===== src/common/exCorePkg.sv =====
package exCorePkg;

    // ==========================================================================
    // Basic widths
    // ==========================================================================

    // Data, address and instruction word
    typedef logic [31:0] tWord;

    // Architectural register index, x0..x31
    typedef logic [4:0] tRegIdx;

    // Minor opcode fields
    typedef logic [2:0] tFunct3;
    typedef logic [6:0] tFunct7;

    // ==========================================================================
    // Encodings
    // ==========================================================================

    // RV32I major opcodes of the supported subset
    typedef enum logic [6:0] {
        R_OP   = 7'b0110011,
        I_OP   = 7'b0010011,
        LUI    = 7'b0110111,
        LOAD   = 7'b0000011,
        STORE  = 7'b0100011,
        BRANCH = 7'b1100011,
        JAL    = 7'b1101111
    } tOpcode;

    // ALU operations, PASSB hands operand 2 straight through (LUI)
    typedef enum logic [3:0] {
        ADD,
        SUB,
        AND,
        OR,
        XOR,
        SLT,
        SLL,
        SRL,
        PASSB
    } tAluOp;

    // ==========================================================================
    // Control bundles produced by the decoder
    // ==========================================================================

    typedef struct packed {
        tAluOp aluOp;
        logic  useImm;     // Operand 2 from the immediate
    } tCtrlAlu;

    // regWrEn is already low for rd == x0
    typedef struct packed {
        tRegIdx regSrc1;
        tRegIdx regSrc2;
        tRegIdx regDst;
        logic   regWrEn;
    } tCtrlRf;

    typedef struct packed {
        logic memRd;       // LW
        logic memWr;       // SW
        logic isBranch;
        logic branchNe;    // BNE when set, BEQ otherwise
        logic isJal;
    } tCtrlMem;

    // Trace records, shared with the testbench
    typedef struct packed {
        logic   valid;
        tRegIdx dst;
        tWord   data;
    } tWbTrace;

    typedef struct packed {
        logic valid;
        tWord addr;
        tWord data;
    } tStTrace;

endpackage


===== src/source/exCoreRegFile.sv =====
`timescale 1ns/10ps

module exCoreRegFile (
    input  logic              Clk,
    input  logic              reset,
    input  exCorePkg::tRegIdx rdIdx1,
    input  exCorePkg::tRegIdx rdIdx2,
    output exCorePkg::tWord   rdData1,
    output exCorePkg::tWord   rdData2,
    input  logic              wrEn,
    input  exCorePkg::tRegIdx wrIdx,
    input  exCorePkg::tWord   wrData
);
    import exCorePkg::*;

    // Architectural registers x0..x31
    tWord regs [32];

    // ==========================================================================
    // Write port
    // ==========================================================================
    always_ff @(posedge Clk) begin
        if (reset) begin
            for (int i = 0; i < 32; i++) begin
                regs[i] <= '0;
            end
        end else if (wrEn) begin
            // wrEn never comes with x0
            regs[wrIdx] <= wrData;
        end
    end

    // ==========================================================================
    // Read ports, no bypass of a write in the same cycle
    // ==========================================================================
    assign rdData1 = (rdIdx1 == '0) ? '0 : regs[rdIdx1];
    assign rdData2 = (rdIdx2 == '0) ? '0 : regs[rdIdx2];

endmodule


===== config.mk =====
export PLATFORM = sky130hd
export DESIGN_NAME = exCoreRegFile
export DESIGN_NICKNAME = d
export VERILOG_FILES = /design/src/common/exCorePkg.sv /design/src/source/exCoreRegFile.sv
export SDC_FILE = /design/constraint.sdc
export NUM_CORES = 2
export LEC_CHECK = 0
export BUFFER_PORTS_ARGS = -buffer_cell sky130_fd_sc_hd__buf_2
export CORE_MARGIN = 2
export CORE_UTILIZATION = 35
export DETAILED_ROUTE_END_ITERATION = 10
export GPL_TIMING_DRIVEN = 0
export PLACE_DENSITY_LB_ADDON = 0.05
export SLEW_MARGIN = 20
export SYNTH_ARGS = -nofsm -noshare
export SYNTH_HDL_FRONTEND = slang
export SYNTH_SLANG_ARGS = --single-unit

===== constraint.sdc =====
create_clock -name Clk -period 2.9 [get_ports Clk]
set_clock_uncertainty 0.05 [all_clocks]
set_input_delay 0.29 -clock Clk [delete_from_list [all_inputs] [get_ports Clk]]
set_output_delay 0.29 -clock Clk [all_outputs]
set_load 0.05 [all_outputs]

### After elaboration in Yosys (flattened, before gate mapping)

Memories as Yosys holds them, arrays and structs flattened.
Cells that the tools add are included.

* output and inout bits: 64
* word-level logic and storage cells: 14
* bits in writable memories: 1024
* memories kept: 1
* bits in registers: 0

Memories
* regs: words 32, width 32, read ports 2, clocked after memory_dff 0, write ports 32, RTL line exCoreRegFile.sv:17 `tWord regs [32];`

* muxes and demuxes: 10
* reductions and logical operators: 3

Operators by type and width (number)
* $mux 32: 3
* $reduce_or 32->1: 1
* $logic_not 5->1: 2
* $mux 1: 6
* $mux 5: 1

### Depth between registers and ports, before layout

* depth in word-level cells: 5
* depth in mapped cells: 9
* gate-level depth less buffers: 4

### Worst setup path before layout

Ideal clock, no wire load.

* path type: in2out
* start: input rdIdx2[2]
* end: output rdData2[19]
* cell stages on the path: 7
* arrival: 3.775 ns
* buffers on the path: 3
* data required time: 2.560 ns
* path slack: -1.215 ns
* path through: buf_2 > or3b_1 > clkbuf_1 > clkbuf_1 > o221ai_1 > a221oi_1 > a2111oi_0

* word-level cells in the longest chain between the ends: 2
* elaborated cells on any way between the ends: 3
* classes of those cells: mux: 1; reduce/logical: 1; memory: 1

RTL lines
* from (decl): RTL line exCoreRegFile.sv:7 `input exCorePkg::tRegIdx rdIdx2,`
* $mem_v2 32x32 or $logic_not 5->1 (tied branches)
* $mux 32 (*): RTL line exCoreRegFile.sv:37 `assign rdData2 = (rdIdx2 == '0) ? '0 : regs[rdIdx2];`
* to (decl): RTL line exCoreRegFile.sv:9 `output exCorePkg::tWord rdData2,`

Every way passes the cells marked *; elsewhere a longest branch is shown, timed or not.

==> reports/metrics.cfg <==
[run_status]
outcome = complete, but fails checks
violations = setup timing

[routing]
wl_mm = 245
ant_nets = 0
vias_per_cell = 5.90
num_vias = 35500
drt_first_pass_iters = 5
post-route-drc-count = 0
first_iter_violations = 3934
routedWlPerCell_um = 40.6

[placed_design]
pre_cts_slack_ps = -1920
postPlaceCellArea_um2 = 57900
portBuffers = 108
dpl.hpwl_mm = 171
place_congestion = 0.918

[timing]
hold_ws_ps = 327
period_share = 1.08
fin_crit_ps = 3140
setup_viol_count_final = 54
tightest_slew_ps = 1140
hold_violations = 0
timing.fmax_ghz = 0.319
rsz0062_at_grt = true
slew_violations = 0
setup_ws_ps = -238
relSlewSlack = 0.242

[yosys]
synth_edf_count = 1024
synth_common_cells = 1027 x and2_1, 1024 x edfxtp_1, 464 x mux4_2, 272 x clkbuf_1, 161 x mux2i_1
yosysTopAreaCellShare = 0.565
avgSynthCellArea_um2 = 15.3
syn_area_um2 = 54400
yosys-top-cells-area = edfxtp_1 56%, mux4_2 19%, and2_1 12%
synth_most_common_cell = and2_1
synthArstFlopShare = 0
syn-num-nets = 3605
synth-main-ff-cell = edfxtp_1
ys_seq_elements = 1024
ys_types = 44
synthCells = 3555
ys_seq_area_frac = 0.565
ys_warn_count = 0
yosysTopAreaCell = edfxtp_1

[global_route]
grt_pass1_vias = 36100
grt_pass1_wl_mm = 324
antenna_found_initial = 7
grt_max_degree = 33
gr-total-overflow = 0
grt_usage = 0.307

[cts]
cts.htree.levels = 4
cts_tree = done
cts_buffers = 133
cts.sinks = 1024
root_buffer = clkbuf_16
clk_pin_slew_ps = 60
cts_max_path_buffers = 3

[layout]
largest_reg_flops = 1024
fin_area_um2 = 66200
top_register = regs
regArea_um2 = 30700
fin_nets = 3922
areaGrowthSynthToFinish_pct = 21.7
top_regs = regs x1024
drive_gt1_frac = 0.320
multiInputGateArea_um2 = 24500
fillers = 14000

[floorplan]
io_pins = 114
die_h_um = 398
core-area_um2 = 154000
row_count = 144
start_util = 0.353
dieArea_um2 = 159000
die-width_um = 398

[pwr]
p_int_mw = 29.0
powerDensity_nw_per_um2 = 607
p_total_mw = 40.2
power.switching_mw = 11.1
leakage_nw = 22.5
pwr-share-comb = 0.159
swShare = 0.277
clkPwrFrac = 0.405
seq_power_share = 0.437
vdd_drop_max_mv = 0.612

[hold_path]
hold_path.class = in2reg

[worst_setup_path]
crit_fanout = 2
start_kind = flip-flop
critPathRequiredTime_ps = 2560
end_kind = primary output
worstPathArrival_ps = 2800
crit_type = reg2out

[run]
cap_violations = 0

## metal layers
| layer | share of wire | wire, um | track usage | vias to the layer above |
|---|---|---|---|---|
| li1 | - | - | - | 14500 |
| met5 | 0.000094 | 23 | 0 | - |
| met2 | 0.46 | 111000 | 0.475 | 1677 |
| met3 | 0.072 | 17600 | 0.0546 | 387 |
| met1 | 0.43 | 104000 | 0.427 | 19000 |
| met4 | 0.048 | 11600 | 0.127 | 4 |
## critical path: stages (launching register included)
cell and delay [ps]:
edfxtp_1 390, mux4_2 550, mux4_2 610, o22ai_4 250, nor3_4 70, buf_6 170
## kinds of logic (layout without fill, tap and decap cells)
group	count (synthesis)	in the layout	synth area share
buffers and inverters	393	805	0.0332
and+or+nand+nor	1213	1213	0.137
other	0	6	0
muxes	659	659	0.229
AOI/OAI and AO/OA	266	266	0.0369
DFF	1024	1024	0.565
## power by group through the flow
stage | Sequential (mW) | Combinational [mW] | Clock [mW]
global placement | 17.8 | 5.31 | 0
CTS | 17.5 | 6.20 | 16.3
finish | 17.5 | 6.38 | 16.3
detailed placement | 17.8 | 5.34 | 0
floorplan | 17.6 | 3.12 | 0
global route | 17.6 | 6.50 | 16.9
## worst paths after layout
| check | from | end | cells past startpoint |
|---|---|---|---|
| worst min-delay path | wrIdx[2] | regs[5][3] | 4 |
| worst max-delay path | regs[21][15] | rdData1[15] | 5 |
## area by class of cell
| type | count | area share |
|---|---|---|
| well taps | 2044 | 0.0386 |
| flip-flops and latches | 1024 | 0.464 |
| clock buffers | 178 | 0.0560 |
| diodes | 6 | 0.000227 |
| clock inverters | 52 | 0.00620 |
| multi-input cells | 2138 | 0.370 |
| inverters | 3 | 0.000170 |
| plain buffers | 383 | 0.0377 |
| repair buffers | 189 | 0.0263 |
## metrics by stage
step | setup TNS [ps] | std cells | utilization
6_report | -6740 | 6017 | 0.429
3_5_place_dp | -298800 | 5711 | 0.376
3_3_place_gp | -591940 | 5707 | 0.374
2_1_floorplan | 0 | 3555 | -
5_1_grt | -7880 | 6011 | 0.429
4_1_cts | -10180 | 5988 | 0.424
## repair_timing
item	CTS	global route
endpoints found under the setup margin	64	64
endpoints found under the hold margin	63	0
resized for setup	652	104
gates cloned	0	1
buffers inserted	21	22
pin swaps	104	48
hold buffers	32	0
## cell usage in the layout (no fill, tap or decap), drive strengths merged, types with 2 or more instances in the layout
cell type | netlist | routed
mux2i | 161 | 161
o221ai | 5 | 5
a31oi | 2 | 2
clkbuf | 273 | 446
or3b | 3 | 3
o22ai | 103 | 103
a221oi | 4 | 4
dlygate4sd3 | 0 | 32
bufinv | 0 | 7
nand2b | 6 | 6
mux4 | 464 | 464
and2 | 1027 | 1027
mux2 | 34 | 34
a22o | 51 | 51
a21oi | 10 | 10
nor2 | 39 | 39
clkinv | 0 | 44
a22oi | 18 | 18
nor4 | 5 | 5
edfxtp | 1024 | 1024
a211oi | 6 | 6
or2 | 34 | 34
nor3 | 54 | 54
clkdlybuf4s15 | 0 | 3
nor2b | 17 | 17
nand3 | 5 | 5
nand2 | 11 | 11
buf | 117 | 268
inv | 3 | 4
or3 | 2 | 2
diode | 0 | 6
a2111oi | 61 | 61
a32o | 4 | 4
nand3b | 5 | 5
(Power assumes the default switching activity.)
