[config.mk]
export PLATFORM = sky130hd
export DESIGN_NAME = exCoreDecoder
export DESIGN_NICKNAME = d
export VERILOG_FILES = /design/src/common/exCorePkg.sv /design/src/decoder/exCoreDecoder.sv
export SDC_FILE = /design/constraint.sdc
export NUM_CORES = 1
export LEC_CHECK = 0
export BUFFER_PORTS_ARGS = -buffer_cell sky130_fd_sc_hd__buf_4
export CAP_MARGIN = 15
export CORE_MARGIN = 4
export CORE_UTILIZATION = 40
export DETAILED_ROUTE_END_ITERATION = 10
export PLACE_DENSITY = 0.95
export REMOVE_ABC_BUFFERS = 1
export SLEW_MARGIN = 15
export SYNTH_ARGS = -nofsm -noshare
export SYNTH_HDL_FRONTEND = slang
export SYNTH_SLANG_ARGS = --single-unit
[constraint.sdc]
create_clock -name vclk -period 6.6
set_clock_uncertainty 0.05 [all_clocks]
set_input_delay 1.32 -clock vclk [all_inputs]
set_output_delay 1.32 -clock vclk [all_outputs]
set_load 0.01 [all_outputs]
[src/common/exCorePkg.sv]
package exCorePkg;

    // ==========================================================================
    // Basic widths
    // ==========================================================================

    // Data, address and instruction word
    typedef logic [31:0] tWord;

    // Architectural register index, x0..x31
    typedef logic [4:0] tRegIdx;

    // Minor opcode fields
    typedef logic [2:0] tFunct3;
    typedef logic [6:0] tFunct7;

    // ==========================================================================
    // Encodings
    // ==========================================================================

    // RV32I major opcodes of the supported subset
    typedef enum logic [6:0] {
        R_OP   = 7'b0110011,
        I_OP   = 7'b0010011,
        LUI    = 7'b0110111,
        LOAD   = 7'b0000011,
        STORE  = 7'b0100011,
        BRANCH = 7'b1100011,
        JAL    = 7'b1101111
    } tOpcode;

    // ALU operations, PASSB hands operand 2 straight through (LUI)
    typedef enum logic [3:0] {
        ADD,
        SUB,
        AND,
        OR,
        XOR,
        SLT,
        SLL,
        SRL,
        PASSB
    } tAluOp;

    // ==========================================================================
    // Control bundles produced by the decoder
    // ==========================================================================

    typedef struct packed {
        tAluOp aluOp;
        logic  useImm;     // Operand 2 from the immediate
    } tCtrlAlu;

    // regWrEn is already low for rd == x0
    typedef struct packed {
        tRegIdx regSrc1;
        tRegIdx regSrc2;
        tRegIdx regDst;
        logic   regWrEn;
    } tCtrlRf;

    typedef struct packed {
        logic memRd;       // LW
        logic memWr;       // SW
        logic isBranch;
        logic branchNe;    // BNE when set, BEQ otherwise
        logic isJal;
    } tCtrlMem;

    // Trace records, shared with the testbench
    typedef struct packed {
        logic   valid;
        tRegIdx dst;
        tWord   data;
    } tWbTrace;

    typedef struct packed {
        logic valid;
        tWord addr;
        tWord data;
    } tStTrace;

endpackage

[src/decoder/exCoreDecoder.sv]
`timescale 1ns/10ps

module exCoreDecoder (
    input  exCorePkg::tWord    instruction,
    output exCorePkg::tOpcode  opcode,
    output exCorePkg::tWord    imm,
    output exCorePkg::tCtrlAlu ctrlAlu,
    output exCorePkg::tCtrlRf  ctrlRf,
    output exCorePkg::tCtrlMem ctrlMem
);
    import exCorePkg::*;

    // Instruction fields
    tRegIdx rd;
    tRegIdx rs1;
    tRegIdx rs2;
    tFunct3 funct3;
    tFunct7 funct7;

    // Sign-extended immediates, one per format
    tWord   immI;
    tWord   immS;
    tWord   immB;
    tWord   immU;
    tWord   immJ;

    // Instruction commits a register write (before the x0 check)
    logic   writesRd;

    assign opcode = tOpcode'(instruction[6:0]);
    assign rd     = instruction[11:7];
    assign funct3 = instruction[14:12];
    assign rs1    = instruction[19:15];
    assign rs2    = instruction[24:20];
    assign funct7 = instruction[31:25];

    assign immI = {{20{instruction[31]}}, instruction[31:20]};
    assign immS = {{20{instruction[31]}}, instruction[31:25], instruction[11:7]};
    assign immB = {{19{instruction[31]}}, instruction[31], instruction[7],
                   instruction[30:25], instruction[11:8], 1'b0};
    assign immU = {instruction[31:12], 12'b0};
    assign immJ = {{11{instruction[31]}}, instruction[31], instruction[19:12],
                   instruction[20], instruction[30:21], 1'b0};

    // ==========================================================================
    // Control decode, anything unknown falls out as a no-op
    // ==========================================================================
    always_comb begin
        ctrlAlu  = '{aluOp: ADD, useImm: 1'b0};
        ctrlRf   = '{regSrc1: rs1, regSrc2: rs2, regDst: rd, regWrEn: 1'b0};
        ctrlMem  = '0;
        imm      = '0;
        writesRd = 1'b0;
        case (opcode)
            R_OP: begin
                writesRd = 1'b1;
                case ({funct7, funct3})
                    {7'h00, 3'b000}: ctrlAlu.aluOp = ADD;
                    {7'h20, 3'b000}: ctrlAlu.aluOp = SUB;
                    {7'h00, 3'b111}: ctrlAlu.aluOp = AND;
                    {7'h00, 3'b110}: ctrlAlu.aluOp = OR;
                    {7'h00, 3'b100}: ctrlAlu.aluOp = XOR;
                    {7'h00, 3'b010}: ctrlAlu.aluOp = SLT;
                    {7'h00, 3'b001}: ctrlAlu.aluOp = SLL;
                    {7'h00, 3'b101}: ctrlAlu.aluOp = SRL;
                    default:         writesRd = 1'b0;
                endcase
            end
            I_OP: begin
                imm            = immI;
                ctrlAlu.useImm = 1'b1;
                writesRd       = 1'b1;
                case (funct3)
                    3'b000:  ctrlAlu.aluOp = ADD;
                    3'b111:  ctrlAlu.aluOp = AND;
                    3'b110:  ctrlAlu.aluOp = OR;
                    3'b100:  ctrlAlu.aluOp = XOR;
                    3'b010:  ctrlAlu.aluOp = SLT;
                    // Shift-immediates and SLTIU are not supported
                    default: writesRd = 1'b0;
                endcase
            end
            LUI: begin
                imm      = immU;
                ctrlAlu  = '{aluOp: PASSB, useImm: 1'b1};
                writesRd = 1'b1;
            end
            LOAD: begin
                // Word loads only
                if (funct3 == 3'b010) begin
                    imm           = immI;
                    ctrlAlu       = '{aluOp: ADD, useImm: 1'b1};
                    ctrlMem.memRd = 1'b1;
                    writesRd      = 1'b1;
                end
            end
            STORE: begin
                if (funct3 == 3'b010) begin
                    imm           = immS;
                    ctrlAlu       = '{aluOp: ADD, useImm: 1'b1};
                    ctrlMem.memWr = 1'b1;
                end
            end
            BRANCH: begin
                // BEQ and BNE, compared by subtraction
                if (funct3[2:1] == 2'b00) begin
                    imm              = immB;
                    ctrlAlu.aluOp    = SUB;
                    ctrlMem.isBranch = 1'b1;
                    ctrlMem.branchNe = funct3[0];
                end
            end
            JAL: begin
                imm           = immJ;
                ctrlMem.isJal = 1'b1;
                writesRd      = 1'b1;
            end
            default: begin
            end
        endcase
        // Writes to x0 are dropped right here
        ctrlRf.regWrEn = writesRd && (rd != '0);
    end

endmodule

### Yosys cells after proc, flatten, opt, wreduce, memory -nomap -nowiden

Cells that the tools add are included.
Widths: inputs -> output; s select.

* register bits: 0
* input bits: 32
* output and inout bits: 65
* logic and storage cells: 47

* eq/ne operators: 18
* multiplexer cells: 19
* reduce and logical (&&, ||, !) cells: 10

Operator list (count)
* $pmux 32 s6: 1
* $mux 32: 3
* $eq 10x3->1 const B: 4
* $eq 7x6->1 const B: 3
* $pmux 3 s7: 1
* $pmux 4 s5: 1
* $eq 7x7->1 const B: 2
* $pmux 3 s4: 1
* $eq 10x1->1 const B: 1
* $eq 10x2->1 const B: 1
* $eq 10x9->1 const B: 1
* $logic_not 10->1: 1
* $eq 3x3->1 const B: 3
* $mux 1: 8
* $reduce_or 8->1: 1
* $eq 7x2->1 const B: 1
* $eq 7x5->1 const B: 1
* $reduce_or 2->1: 3
* $reduce_bool 5->1: 1
* $reduce_or 5->1: 1
* $mux 2: 2
* $pmux 1 s4: 1
* $eq 3x2->1 const B: 1
* $logic_not 3->1: 1
* other kinds (3): 3

### Depth between registers and ports, before layout

Gate-level depths: netlist of run 1.

* word-level depth: 5
* gate-level depth with buffers: 6
* mapped depth without buffers: 5

### Worst setup path after synthesis of run 1

Ideal clock, no wire load.

* path type: input to output
* start: input instruction[12]
* end: output imm[20]
* data arrival time: 2.654 ns
* required time: 5.230 ns
* setup slack: 2.576 ns
* cell stages on the path: 6
* buffers on the path: 2
* cells stage by stage: buf_2 or3b_4 a211o_2 a31oi_4 buf_6 a21o_2

* longest elaborated chain between the ends: 3
* elaborated cells on any way between the ends: 4

Ends and longest elaborated chain
* from (decl): RTL line exCoreDecoder.sv:4 `input exCorePkg::tWord instruction,`
* $eq 3x2->1 (*): RTL line exCoreDecoder.sv:90, exCoreDecoder.sv:98
* $mux 32, on equally long branches: RTL line exCoreDecoder.sv:98, exCoreDecoder.sv:90
* $pmux 32 s6 (*): RTL line exCoreDecoder.sv:54 `case (opcode)`
* to (decl): RTL line exCoreDecoder.sv:6 `output exCorePkg::tWord imm,`

Every way passes the cells marked *; elsewhere a longest branch is shown, timed or not.

### Worst setup path in the final report of run 1

* start: input instruction[3]
* end: output imm[24]

* longest elaborated chain between the ends: 2
* elaborated cells on any way between the ends: 7

Ends and longest elaborated chain (RTL line)
* $eq 7x7->1, or another cell as far along: exCoreDecoder.sv:54
* $pmux 32 s6 (*): exCoreDecoder.sv:54

Marked as above.

==> reports/metrics.cfg, run 1 <==
[outcome]
status = finished clean

[global_routing]
antenna_found_initial = 0
grt_max_degree = 15
grt_overflow = 0
grt_usage_pct = 20.1
grt_pass1_wl_um = 5460
grt_pass1_vias = 1137

[critical_path]
worstPathRequired_ns = 5.23
setup.worst_path.class = primary input to primary output
worst_ep_arrival_time_ns = 3.08
crit_top_cell = buf_4
critPathMaxFanout = 11
cp-start-kind = primary input
cp_slowest_cell = or3_1
endpoint_kind = primary output
slowest_delay_ns = 0.57
cp_cell_sequence = buf_4 -> nand4bb_1 -> or3_1 -> a31oi_4 -> a21o_2 -> buf_4

[detailed_routing]
post_drt_wl_per_cell_um = 14.7
viasPerCell = 5.48
ant_nets = 0
drt-pass1-iter-count = 4
drt_iter0_drc = 46
wl_um = 3370
dr_total_vias = 1254
route.detailed.drc = 0

[cells_and_area]
layout-drive-gt1-share_pct = 58.2
seqCellArea_um2 = 0
syn2layout_area_growth_pct = 57.8
stdcell_count = 229
n_sequential_cell = 0
nClkBuffers = 0
stdcell_area_um2 = 1470
num_antenna_cells = 0
fin_nets = 235

[yosys]
synth_top_area_share_pct = 19.3
synth_area_leaders = buf_4 19%, a21o_2 10%, a21o_1 7.2%, and2_1 4.7%, a21oi_1 3.8%
synth_cell_types = 41
yosys_warnings = 0
syn_area_per_cell_um2 = 7.02
synthCells = 133
netlist_area_um2 = 933
ys_seq_area_share_pct = 0
synth_area_leader_cell = buf_4

[sta]
tightestPinTransition_ns = 0.803
maxSlewHeadroom_pct = 46.3
period_share_pct = 67.4
period_needed_ns = 4.45
rsz0062_at_grt = false
maxSlewViolCount = 0
setup_tns_ns = 0
setup_viol = 0
hold_ws_ns = 2.78
fmax_mhz = 225
hold_viol = 0

[pwr]
power.density_nw_per_um2 = 39.4
max-vdd-ir-drop_mv = 0.0285
p_leak_nw = 0.870

[die]
initial_core_util_pct = 42.2
fp.dieW_um = 56.3
die_h_um = 56.3
ios = 97
core_area_um2 = 2210
rows = 17
die-area_um2 = 3170

[placed_design]
dpl.hpwl_um = 2780
post_dp_cell_area_um2 = 1470
port_buffers = 97
place_congestion = 0.840
placedCellCount = 229

[clock_tree]
hold_buffers = 0
post_cts_buffers = 0
cts_resized = 0

[hold_path]
hold_path.class = primary input to primary output

[run]
drv_cap = 0

[through the flow]
step	power (mW)	utilization [%]	setup slack, ns
after global routing	0.0626	66.6	2.02
final	0.0580	66.6	2.15
after CTS	0.0578	66.6	2.16
after floorplan	0.0139	-	2.56
after global placement	0.0567	66.6	2.20
after detailed placement	0.0577	66.6	2.18
[critical path, delay by kind of cell]
kind | cells | cell delay (ns)
and+or+nand+nor | 2 | 1.00
AOI/OAI and AO/OA | 2 | 0.52
buffers and inverters | 2 | 0.24
[cells in the final DEF, fill, tap and decap left out, types with 2 or more instances in the layout]
| master | synthesis | layout |
|---|---|---|
| a31oi_1 | 2 | 2 |
| nand4_1 | 3 | 3 |
| a21o_2 | 11 | 11 |
| buf_4 | 24 | 97 |
| or4_1 | 2 | 2 |
| nand2b_1 | 4 | 4 |
| nor3_1 | 4 | 4 |
| a22o_1 | 4 | 4 |
| nand2_1 | 5 | 5 |
| inv_1 | 5 | 5 |
| o21ai_0 | 4 | 4 |
| nand3b_1 | 2 | 2 |
| and2_1 | 7 | 7 |
| a21oi_1 | 7 | 7 |
| nand3_1 | 2 | 2 |
| nor2_1 | 9 | 9 |
| or2_2 | 2 | 2 |
| a21o_1 | 9 | 9 |
| or3_1 | 2 | 2 |
[final timing paths]
check | cells after the start | from | end | slack [ns]
worst max-delay path | 6 | instruction[3] | imm[24] | 2.15
worst min-delay path | 2 | instruction[18] | ctrlRf[14] | 2.78
[Yosys cell counts (all sizes together), types with 3 or more instances]
cell type	instances
a31oi	3
nand4	3
nor3	4
and2	7
inv	5
o21ai	4
buf	29
nor2	9
a21oi	9
a22o	4
nand2	5
nand2b	4
a21o	20
[power breakdown]
group          internal, mW  total (mW)  switching, mW
logic                0.0300      0.0580         0.0280
registers                 0           0              0
clock network             0           0              0
total                0.0300      0.0580         0.0280
[kinds of logic after synthesis]
family                    Yosys count  share of synthesized area [%]
and+or+nand+nor                    49                           30.6
AOI/OAI and AO/OA                  49                           42.5
buffers and inverters              34                           26.0
xor gates and xnor gates            1                          0.939
[layout make-up]
class	instances	area, µm²
Tap cell	28	35.0
Inverter	5	18.8
Fill cell	194	739
Multi-Input combinational cell	99	691
Timing Repair Buffer	97	728
[per-layer routing]
layer / vias up / GRT usage, % / part of all wire (%)
met5: - / 0 / 0
met4: 0 / 1.02 / 0.53
met3: 2 / 3.22 / 10
met2: 73 / 35.2 / 50
met1: 577 / 26.9 / 39
li1: 602 / - / -
No activity file was read; power rests on OpenSTA's default activity.
==> run 2, diff against run 1 <==
ABC_AREA = 1   (was unset)
CORE_UTILIZATION = 34   (was 40)
PLACE_DENSITY = 0.88   (was 0.95)
clock period = 3.9 ns   (was 6.6 ns; I/O delays follow)
==> reports/metrics.cfg, run 2 <==
[clock_tree]
hold_buffers = 0
cts_resized = 0
post_cts_buffers = 0

[hold_path]
min_to = ctrlRf[4]
hold_start = instruction[10]
hold_path.class = primary input to primary output
hold_depth = 2

[cells_and_area]
final_cell_mix = 97 x buf_4, 49 x nand2_1, 30 x inv_1
num_antenna_cells = 0
seqCellArea_um2 = 0
nClkBuffers = 0
layout_commonest_cell = buf_4
syn2layout_area_growth_pct = 60.8
utilization_pct = 56.7
layout-drive-gt1-share_pct = 45.5
stdcell_area_um2 = 1550
stdcell_count = 288
fin_nets = 291
n_sequential_cell = 0

[sta]
setup_viol = 0
hold_viol = 0
maxSlewHeadroom_pct = 74.9
setup_tns_ns = 0
tightestPinTransition_ns = 0.374
rsz0062_at_grt = false
hold_ws_ns = 1.70
period_share_pct = 73.8
period_needed_ns = 2.88
fmax_mhz = 348
maxSlewViolCount = 0

[yosys]
synth_cell_types = 23
synthCells = 184
synthTopCellsByCount = 49 x nand2_1, 30 x inv_1, 22 x buf_4, 22 x nor2_1, 13 x nand3_1
ys_seq_area_share_pct = 0
yosys_warnings = 0
synth_fa_ha_area_share_pct = 0
synth_top_family_by_area = simple AND/OR/NAND/NOR gates
synth_xor_area_share_pct = 0
synth_compound_area_share_pct = 15.5
synth_simple_gate_area_share_pct = 54.0
synth_area_leader_cell = nand2_1
netlist_area_um2 = 963
synth.most_common_cell = nand2_1
syn_area_per_cell_um2 = 5.24
synth_top_area_share_pct = 19.1
synthMuxAreaShare_pct = 0
synth_area_leaders = nand2_1 19%, buf_4 17%, inv_1 12%, nor2_1 8.6%, nand3_1 6.8%

[pwr]
power.density_nw_per_um2 = 60.2
max-vdd-ir-drop_mv = 0.0410
p_leak_nw = 1.04

[global_routing]
antenna_found_initial = 0
grt_pass1_vias = 1354
grt_overflow = 0
grt_max_degree = 13
grt_usage_pct = 17.8
grt_pass1_wl_um = 5440

[critical_path]
worstPathRequired_ns = 3.07
worst_ep_arrival_time_ns = 2.05
critPathMaxFanout = 12
endpoint_kind = primary output
setup.worst_path.class = primary input to primary output
cp-start-kind = primary input

[detailed_routing]
post_drt_wl_per_cell_um = 12.0
viasPerCell = 4.73
dr_total_vias = 1361
drt_iter0_drc = 36
wl_um = 3460
ant_nets = 0
route.detailed.drc = 0
drt-pass1-iter-count = 4

[run]
drv_cap = 0

[die]
die_h_um = 61.2
ios = 97
core_area_um2 = 2730
fp.dieW_um = 61.2
die-area_um2 = 3750
initial_core_util_pct = 35.2
rows = 19

[placed_design]
post_dp_cell_area_um2 = 1550
place_congestion = 0.855
dpl.hpwl_um = 3070
placedCellCount = 288
port_buffers = 97

[outcome]
status = finished clean

-- run 2: cell types whose count changed after synthesis, moves of 6 or more --
cell and change:
nand3_1 +11, a21o_2 -11, nor2_1 +13, nand2_1 +44, o211ai_1 +7, a21o_1 -9
and2_1 -7, o21ai_0 +6, a21oi_1 -6, inv_1 +25
-- run 2: logic make-up (layout without fill, tap and decap cells) --
| kind of cell | Yosys count | in the layout |
|---|---|---|
| simple gates | 106 | 106 |
| buf+inv | 54 | 127 |
| compound gates | 24 | 24 |
-- run 2: per-stage QoR --
stage | total power, mW | setup WS (ns)
after floorplan | 0.0246 | 1.36
after global placement | 0.0926 | 1.11
after detailed placement | 0.0938 | 1.05
after CTS | 0.0942 | 1.04
after global routing | 0.103 | 0.830
final | 0.0933 | 1.02
-- run 2: area by class of cell --
type                            count  area (µm²)
Fill cell                         296        1180
Inverter                           30         113
Multi-Input combinational cell    130         669
Tap cell                           31        38.8
Timing Repair Buffer               97         728
-- run 2: power breakdown --
part	total, mW	switching, mW	internal, mW
Clock	0	0	0
Combinational	0.0933	0.0468	0.0465
Sequential	0	0	0
Total	0.0933	0.0468	0.0465
-- run 2: worst max-delay path, cell delays in order --
cell and delay [ns]:
buf_4 0.12, inv_1 0.11, nand3_1 0.13, nor2_4 0.19, nand2_1 0.26, o21ai_0 0.17, a21oi_1 0.05, o21ai_0 0.08
buf_4 0.15
-- run 2: how the worst max path moves through the flow --
| stage | slack, ns | from | end | cells past startpoint |
|---|---|---|---|---|
| final | 1.02 | instruction[5] | imm[11] | 9 |
| after global routing | 0.83 | instruction[5] | imm[11] | 9 |
| after CTS | 1.04 | instruction[5] | imm[11] | 9 |
| after global placement | 1.11 | instruction[5] | imm[11] | 9 |
| after floorplan | 1.36 | instruction[1] | ctrlAlu[3] | 6 |
| after detailed placement | 1.05 | instruction[5] | imm[11] | 9 |
-- run 2: routing by layer --
layer	share of wire [%]	global-route usage, %	up-vias
met1	38	21.1	591
met4	0	0.929	0
met5	0	0	-
met3	12	3.56	0
li1	-	-	706
met2	50	34.3	64
